**config.mk**
```make
export PLATFORM = sky130hd
export DESIGN_NAME = mini_core
export DESIGN_NICKNAME = d
export VERILOG_FILES = /design/src/logic/mini_core_macros.svh /design/src/logic/mini_core_pkg.sv /design/src/logic/mini_core.sv
export SDC_FILE = /design/constraint.sdc
export NUM_CORES = 2
export LEC_CHECK = 0
export ABC_AREA = 1
export BUFFER_PORTS_ARGS = -buffer_cell sky130_fd_sc_hd__buf_2
export CAP_MARGIN = 20
export CELL_PAD_IN_SITES_DETAIL_PLACEMENT = 0
export CELL_PAD_IN_SITES_GLOBAL_PLACEMENT = 1
export CORE_MARGIN = 1.5
export CORE_UTILIZATION = 49
export CTS_CLUSTER_DIAMETER = 50
export DETAILED_ROUTE_END_ITERATION = 16
export GPL_ROUTABILITY_DRIVEN = 0
export GPL_TIMING_DRIVEN = 1
export PLACE_DENSITY = 0.85
export SKIP_CTS_REPAIR_TIMING = 1
export SLEW_MARGIN = 40
export SYNTH_ARGS = -nofsm -noshare
export SYNTH_HDL_FRONTEND = slang
export SYNTH_SLANG_ARGS = --single-unit
```
**constraint.sdc**
```tcl
create_clock -name Clock -period 6.07 [get_ports Clock]
set_input_delay 0 -clock Clock [delete_from_list [all_inputs] [get_ports Clock]]
set_output_delay 0 -clock Clock [all_outputs]
set_load 0.005 [all_outputs]
```
**src/logic/mini_core_macros.svh**
```systemverilog
`ifndef MINI_CORE_MACROS_SVH
`define MINI_CORE_MACROS_SVH

// ====================================================================
// tile sizing
// ====================================================================

// shared instr/data memory, in 32-bit words
`define MEM_DEPTH    256

// fabric response queue, power of two
`define RSP_Q_DEPTH  4

// ====================================================================
// fabric output flow control and control space
// ====================================================================

`define FAB_CREDITS  2     // credits held after reset

`define CTRL_ADDR    255   // word address of run register

`endif

```
**src/logic/mini_core_pkg.sv**
```systemverilog
package mini_core_pkg;

// ====================================================================
// fabric transactions
// ====================================================================

typedef logic [3:0] tTileId;

typedef enum logic [1:0] {
   FAB_RD_REQ = 2'b00,   // read request
   FAB_WR_REQ = 2'b01,   // write request
   FAB_RD_RSP = 2'b10,   // read response, carries data
   FAB_WR_ACK = 2'b11    // write ack, echoes data
} tFabOpcode;

typedef struct packed {
   tFabOpcode   opcode;
   tTileId      srcId;
   tTileId      dstId;
   logic [31:0] address;   // word address
   logic [31:0] data;
} tTileTrans;

// core data port, byte addressed
typedef struct packed {
   logic [31:0] address;
   logic [31:0] wrData;
   logic [3:0]  byteEn;
   logic        wrEn;
   logic        rdEn;
} tCore2MemReq;

// ====================================================================
// rv32i subset encodings
// ====================================================================

typedef enum logic [6:0] {
   OP_LOAD   = 7'b0000011,
   OP_IMM    = 7'b0010011,
   OP_STORE  = 7'b0100011,
   OP_REG    = 7'b0110011,
   OP_BRANCH = 7'b1100011
} tRvOpcode;

typedef enum logic [2:0] {
   F3_ADD  = 3'b000,   // add, sub, addi
   F3_BNE  = 3'b001,
   F3_WORD = 3'b010    // lw, sw
} tFunct3;

typedef enum logic [6:0] {
   F7_BASE = 7'b0000000,
   F7_SUB  = 7'b0100000
} tFunct7;

typedef struct packed {
   tFunct7     funct7;
   logic [4:0] rs2;
   logic [4:0] rs1;
   tFunct3     funct3;
   logic [4:0] rd;
   tRvOpcode   opcode;
} tRType;

typedef struct packed {
   logic [11:0] imm12;   // i imm, or s/b upper imm over rs2
   logic [4:0]  rs1;
   tFunct3      funct3;
   logic [4:0]  immLo;   // rd, or s/b low imm
   tRvOpcode    opcode;
} tIsbType;

// same word, register view or immediate view
typedef union packed {
   tRType   rType;
   tIsbType isbType;
} tInstr;

endpackage

```
**src/logic/mini_core.sv**
```systemverilog
module mini_core (
   input  logic                           Clock,
   input  logic                           rst,
   input  logic                           run,                  // from ctrl register
   // instruction fetch
   output logic                           readyQ101H,           // fetch enable
   output logic [31:0]                    pcQ100H,
   input  logic [31:0]                    preInstructionQ101H,
   // data access
   input  logic                           dMemReady,            // low while fabric owns port
   output mini_core_pkg::tCore2MemReq     core2DmemReqQ103H,
   input  logic [31:0]                    dMemRdRspQ104H
);

// ====================================================================
// pipeline state
// ====================================================================
logic        validQ101H;      // fetched word is live
logic [31:0] pcQ101H;         // pc of fetched word
logic        loadPendQ104H;   // load data on the bus now
logic [4:0]  rdQ104H;         // load target
logic [31:0] regFile [32];

mini_core_pkg::tInstr instrQ101H;

logic        execQ103H;       // instruction executes this cycle
logic        isAddi;
logic        isAdd;
logic        isSub;
logic        isLw;
logic        isSw;
logic        isBne;
logic [11:0] imm12Q103H;
logic [4:0]  immLoQ103H;
logic [31:0] immIQ103H;
logic [31:0] immSQ103H;
logic [31:0] immBQ103H;
logic [31:0] rs1ValQ103H;
logic [31:0] rs2ValQ103H;
logic [31:0] aluQ103H;
logic        aluWrQ103H;
logic        memStallQ103H;
logic        branchTakenQ103H;

// ====================================================================
// decode
// ====================================================================
assign instrQ101H = preInstructionQ101H;
assign execQ103H  = run && validQ101H && !loadPendQ104H;   // load writeback blocks issue

assign isAddi = (instrQ101H.rType.opcode == mini_core_pkg::OP_IMM)
             && (instrQ101H.rType.funct3 == mini_core_pkg::F3_ADD);
assign isAdd  = (instrQ101H.rType.opcode == mini_core_pkg::OP_REG)
             && (instrQ101H.rType.funct3 == mini_core_pkg::F3_ADD)
             && (instrQ101H.rType.funct7 == mini_core_pkg::F7_BASE);
assign isSub  = (instrQ101H.rType.opcode == mini_core_pkg::OP_REG)
             && (instrQ101H.rType.funct3 == mini_core_pkg::F3_ADD)
             && (instrQ101H.rType.funct7 == mini_core_pkg::F7_SUB);
assign isLw   = (instrQ101H.rType.opcode == mini_core_pkg::OP_LOAD)
             && (instrQ101H.rType.funct3 == mini_core_pkg::F3_WORD);
assign isSw   = (instrQ101H.rType.opcode == mini_core_pkg::OP_STORE)
             && (instrQ101H.rType.funct3 == mini_core_pkg::F3_WORD);
assign isBne  = (instrQ101H.rType.opcode == mini_core_pkg::OP_BRANCH)
             && (instrQ101H.rType.funct3 == mini_core_pkg::F3_BNE);

// immediates from the i/s/b view
assign imm12Q103H = instrQ101H.isbType.imm12;
assign immLoQ103H = instrQ101H.isbType.immLo;
assign immIQ103H  = {{20{imm12Q103H[11]}}, imm12Q103H};
assign immSQ103H  = {{20{imm12Q103H[11]}}, imm12Q103H[11:5], immLoQ103H};
assign immBQ103H  = {{19{imm12Q103H[11]}}, imm12Q103H[11], immLoQ103H[0],
                     imm12Q103H[10:5], immLoQ103H[4:1], 1'b0};

// register read, x0 hardwired
assign rs1ValQ103H = (instrQ101H.rType.rs1 == 5'd0) ? 32'd0 : regFile[instrQ101H.rType.rs1];
assign rs2ValQ103H = (instrQ101H.rType.rs2 == 5'd0) ? 32'd0 : regFile[instrQ101H.rType.rs2];

// ====================================================================
// execute, branch, data request
// ====================================================================
assign aluQ103H = isAddi ? (rs1ValQ103H + immIQ103H)
                : isSub  ? (rs1ValQ103H - rs2ValQ103H)
                :          (rs1ValQ103H + rs2ValQ103H);
assign aluWrQ103H = execQ103H && (isAdd || isSub || isAddi)
                 && (instrQ101H.rType.rd != 5'd0);

always_comb begin
   core2DmemReqQ103H.address = rs1ValQ103H + (isSw ? immSQ103H : immIQ103H);
   core2DmemReqQ103H.wrData  = rs2ValQ103H;
   core2DmemReqQ103H.byteEn  = 4'hF;                 // word accesses only
   core2DmemReqQ103H.wrEn    = execQ103H && isSw;
   core2DmemReqQ103H.rdEn    = execQ103H && isLw;
end

assign memStallQ103H    = execQ103H && (isLw || isSw) && !dMemReady;   // hold till granted
assign branchTakenQ103H = execQ103H && isBne && (rs1ValQ103H != rs2ValQ103H);
assign readyQ101H       = run && !loadPendQ104H && !memStallQ103H;

// ====================================================================
// pc and control
// ====================================================================
always_ff @(posedge Clock) begin
   if (rst) begin
      pcQ100H       <= 32'd0;
      validQ101H    <= 1'b0;
      loadPendQ104H <= 1'b0;
   end else begin
      loadPendQ104H <= execQ103H && isLw && dMemReady;
      if (branchTakenQ103H) begin
         pcQ100H    <= pcQ101H + immBQ103H;   // redirect
         validQ101H <= 1'b0;                  // drop word fetched behind bne
      end else if (readyQ101H) begin
         pcQ100H    <= pcQ100H + 32'd4;
         validQ101H <= 1'b1;
      end
   end
end

always_ff @(posedge Clock) begin
   if (readyQ101H) pcQ101H <= pcQ100H;        // tracks the fetch
   if (execQ103H && isLw) rdQ104H <= instrQ101H.rType.rd;
end

// writeback, load data wins its cycle
always_ff @(posedge Clock) begin
   if (loadPendQ104H) begin
      if (rdQ104H != 5'd0) regFile[rdQ104H] <= dMemRdRspQ104H;
   end else if (aluWrQ103H) begin
      regFile[instrQ101H.rType.rd] <= aluQ103H;
   end
end

endmodule

```
## Word level (Yosys, flattened, before mapping)

Memory sizes are Yosys's and may differ from the RTL's.
Cells that the tools add are included.

- Add/subtract/negate cells: 6
- Multiply operators: 0
- Divide/modulo/power cells: 0
- Magnitude comparators: 0
- Eq/ne operators: 9
- Shift operators: 0
- Mux-type cells: 16
- Bitwise operators: 0
- Reduce and logical (&&, ||, !) cells: 35

Operators with widths:

| cell | number |
|---|---|
| $mux W32 | 7 |
| $add A32 B32 Y32 | 4 |
| $add A32 B3 Y32 const B | 1 |
| $ne A32 B32 Y1 | 1 |
| $reduce_or A32 Y1 | 1 |
| $sub A32 B32 Y32 | 1 |
| $eq A7 B6 Y1 const B | 3 |
| $logic_and A1 B1 Y1 | 20 |
| $logic_not A5 Y1 | 2 |
| $mux W5 | 2 |
| $reduce_bool A5 Y1 | 2 |
| $eq A7 B2 Y1 const B | 1 |
| $eq A7 B5 Y1 const B | 1 |
| $eq A7 B7 Y1 const B | 1 |
| $logic_not A7 Y1 | 1 |
| $mux W1 | 7 |
| $eq A3 B1 Y1 const B | 1 |
| $eq A3 B2 Y1 const B | 1 |
| $logic_not A1 Y1 | 3 |
| $logic_not A3 Y1 | 1 |
| $logic_or A1 B1 Y1 | 3 |
| $reduce_bool A2 Y1 | 1 |
| $reduce_or A2 Y1 | 1 |

- Flip-flop bits (word level): 71
- Bits in latches: 0
- RAM bits: 1,024
- Bits in read-only memories: 0
- Bits of input ports: 68
- Output and inout bits: 103
- Memories: 1

Memory list:

| memory | depth | width | read ports | clocked after memory_dff | write ports | RTL line | source |
|---|---|---|---|---|---|---|---|
| regFile | 32 | 32 | 2 | 0 | 1 | mini_core.sv:22 | `logic [31:0] regFile [32];` |

## Depth between registers and ports, before layout

- Depth after elaboration: 12
- Mapped depth: 32

## Least setup slack after synthesis

OpenSTA, ideal clock, no wires.

- Path type: input to register
- Start point: input preInstructionQ101H[15]
- End point: memory regFile[0][27], data pin
- Library setup time: 0.372 ns
- Arrival time: 5.035 ns
- Data required time: 5.698 ns
- Setup slack: 0.662 ns
- Stages: 26
- Cell sequence: buf_6 buf_6 buf_4 clkbuf_1 clkbuf_1 clkbuf_1 clkbuf_1 o21ai_0 o221ai_1 nand3_1 a21oi_1 ha_1 inv_1 nand3_1 nand2_1 a31oi_1 o21ai_0 a21oi_1 o21ai_1 nand3_1 nand3_1 a21oi_1 or2_2 nand3_1 nand3_1 a21boi_1

- Cells in the longest elaborated chain, start to end: 6
- Elaborated cells on any way between the ends: 9
- Classes of those cells: add/sub: 3; mux: 4; reduce/logical: 1; memory: 1

Ends and longest elaborated chain:

| element | RTL line | source |
|---|---|---|
| start, declared | mini_core.sv:8 | `input logic [31:0] preInstructionQ101H,` |
| $mem_v2 Z32 W32 / $logic_not A5 Y1 (equally long branches) | - |  |
| $mux W32 (*) | mini_core.sv:75 | `assign rs1ValQ103H = (instrQ101H.rType.rs1 == 5'd0) ? 32'd0 : regFile[instrQ101H.rType.rs1];` |
| $add A32 B32 Y32 / $sub A32 B32 Y32 (equally long branches) | mini_core.sv:83, mini_core.sv:82 |  |
| $mux W32 | mini_core.sv:82 | `: isSub ? (rs1ValQ103H - rs2ValQ103H)` |
| $mux W32 (*) | mini_core.sv:81 | `assign aluQ103H = isAddi ? (rs1ValQ103H + immIQ103H)` |
| $mux W32 (no source line) (*) | - |  |
| end, declared | mini_core.sv:22 |  |

Mark *: on every way between the ends. The rest lies on a longest branch, timed or not.

==> impl_metrics.yaml <==
drt:
  routedWlPerCell_um: 27.8
  remaining_drc_errors: 0
  routed_wirelength_mm: 252
  viasPerCell: 6.54
  first_pass_iters: 8
  ant_nets: 0
  drt_first_iter_violations: 9373
  num_vias: 59231
timing:
  setup_viol: 0
  finalHoldViolCount: 30
  slew_viol_final: 0
  finClkSkew_ns: 0.0411
  min_period_over_period: 0.848
  holdWs_ns: -0.0136
  relSlewSlack: 0.332
  min_period_ns: 5.14
  worst_pin_slew_ns: 0.999
  rsz0062_at_grt: "no"
  fmax_mhz: 194
  tns_ns: 0
setup_path:
  critPathTopFamily: "compound AO/OA/AOI/OAI gates"
  cp_slowest_cell: "ha_1"
  crit_top_cell: "nor2_1"
  worst-path-buf-inv: 4
  cp-end-kind: "flip-flop"
  max_stage_delay_ns: 0.55
  rr_endpoint: "regFile[15][25]"
  cp_cell_sequence: "o21ai_0, o22ai_1, nor2_1, o31ai_1, o211ai_1, ha_1, inv_1, a21o_1, a31oi_1, o21ai_0, buf_4, a21oi_1, inv_1, nand4_1, and2_0, nand2_1, nand3_1, nand2_1, nor2_1, nor2_1, nor2_2, buf_4"
  required_ns: 6.63
  crit_fanout: 32
  rr_worst_depth: 22
  critPathKind: "flip-flop to flip-flop"
  rr_startpoint: "regFile[14][4]"
  reg2reg_slack_ns: 0.93
  cp-start-kind: "flip-flop"
  crit_start: "regFile[14][4]"
  crit_arrival_ns: 5.70
floorplan:
  start_util: 0.496
  die_width_um: 360
  dieArea_mm2: 0.130
  num_rows: 130
  ios: 171
  die_y_um: 360
  core_area_mm2: 0.126
clock_tree:
  clock_sinks: 1095
  htree_levels: 4
  path_clk_slew_ns: 0.06
  numCtsBuffers: 131
  clock-root-buffer: "clkbuf_16"
  clk_latency_ns: 0.79
  cts_tree: "done"
  ctsLongestPathBuffers: 3
power_and_ir_drop:
  ir_worst_vdd_v: 0.000281
  power.density_mw_per_mm2: 284
  leakage_nw: 26.8
  p_total_mw: 20.0
flow_run:
  cap_violations: 0
finish:
  drive_above_1_share: 0.0986
  finalNetCount: 7492
  mostFrequentLayoutCells: "nand2_1 (1348), edfxtp_1 (1061), nor2_1 (969)"
  final_common_cell: "nand2_1"
  syn_to_final_growth_pct: 12.7
yosys:
  yosysSeqAreaShare: 0.521
  syn_avg_cell_area_um2: 8.66
  synth_seq_cells: 1095
  ys_types: 57
  yosys-top-cells-area: "edfxtp_1 (51%), nand2_1 (8.1%), o21ai_0 (7.4%)"
  yosys.area.top_type: "edfxtp_1"
  async_reset_ff_frac: 0
  yosys_warnings: 0
  synth_edf_count: 1061
  syn_area_mm2: 0.0625
  synth_cells: 7214
  synth_ff_type: "edfxtp_1"
  yosysTopAreaCellShare: 0.510
place:
  io_buffers: 166
  dp.final_hpwl_mm: 154
global_routing:
  grt_pass1_wl_mm: 363
  antenna_found_initial: 8
  grt.total_usage: 0.377
  grt_max_degree: 174
  grt_pass1_vias: 55372
  globalRouteOverflowTotal: 0
min_path:
  hold_path_end: "pcQ100H[1]"
  hp-class: "primary input to flip-flop"
  hp-start: "preInstructionQ101H[12]"
  hold_depth: 6
run_status:
  violations: "negative hold slack"
  status: "finished, violations left"
==> state kept, by name (all words and copies together) (netlist names) <==
signal	count
pcQ100H	32
rdQ104H	5
regFile	1024
pcQ101H	32
validQ101H	1
loadPendQ104H	1
==> area by class of cell <==
class / count / area [µm²]
multi-input combinational: 5257 / 26700
fill: 11179 / 55600
antenna: 4 / 10.0
inverter: 411 / 1600
clock buffer: 156 / 3480
tap: 1650 / 2060
sequential: 1095 / 32500
clock inverter: 74 / 832
timing repair buffer: 407 / 3280
==> metal layers <==
layer / up-vias / track usage / routed length, µm
met1: 27989 / 0.474 / 89200
met5: - / 0 / 64
li1: 25679 / - / -
met4: 8 / 0.286 / 21100
met3: 1082 / 0.0931 / 33800
met2: 4473 / 0.562 / 108000
==> worst max path at each step <==
stage	slack (ns)	cells past startpoint	endpoint
finish	0.93	22	regFile[15][25]
global route	0.77	22	regFile[20][25]
CTS	1.23	24	regFile[15][25]
detailed placement	0.60	25	regFile[15][25]
global placement	0.61	27	regFile[15][25]
floorplan	0.66	26	regFile[0][27]
==> cell usage after synthesis, types with 68 or more instances <==
master and n:
inv_1 393, o21ai_0 920, ha_1 116, clkbuf_1 300, nand2_1 1348, xor2_1 68, nor2_1 1003, edfxtp_1 1061
buf_2 80, nand3_1 773, o221ai_1 275, a21oi_1 304
==> worst reg2reg max path, cell delays in order, from the launching register on <==
cell and delay [ns]:
edfxtp_1 0.33, o21ai_0 0.09, o22ai_1 0.21, nor2_1 0.07, o31ai_1 0.52, o211ai_1 0.41, ha_1 0.55, inv_1 0.18
a21o_1 0.19, a31oi_1 0.25, o21ai_0 0.13, buf_4 0.16, a21oi_1 0.17, inv_1 0.10, nand4_1 0.09, and2_0 0.29
nand2_1 0.11, nand3_1 0.10, nand2_1 0.05, nor2_1 0.17, nor2_1 0.10, nor2_2 0.27, buf_4 0.38
==> metrics by stage <==
step	hold slack, ns	instance area [µm²]	setup WS, ns	instances	utilization
after CTS	-0.551	70300	1.23	9032	0.557
after global routing	0.00300	70400	0.771	9050	0.559
after global placement	0.260	65700	0.607	8794	0.521
after floorplan	0.0989	62600	0.662	7248	-
after detailed placement	0.264	65900	0.598	8802	0.523
final	-0.0136	70500	0.926	9054	0.559
==> kinds of logic (layout without fill, tap and decap cells) <==
kind of cell | after synthesis | in the layout | share of synthesized area
and+or+nand+nor | 3280 | 3280 | 0.219
other | 2 | 40 | 0.000120
DFF | 1095 | 1095 | 0.521
buffers and inverters | 896 | 1048 | 0.0605
AOI/OAI and AO/OA | 1738 | 1738 | 0.163
xor gates and xnor gates | 82 | 82 | 0.0116
adders and majority gates | 121 | 121 | 0.0248
==> where the power goes <==
part           internal, mW  total (mW)  switching, mW
clock network          4.80        7.95           3.15
registers              8.33        8.36         0.0299
logic                  1.07        3.72           2.65
No activity file was read; power rests on OpenSTA's default activity.
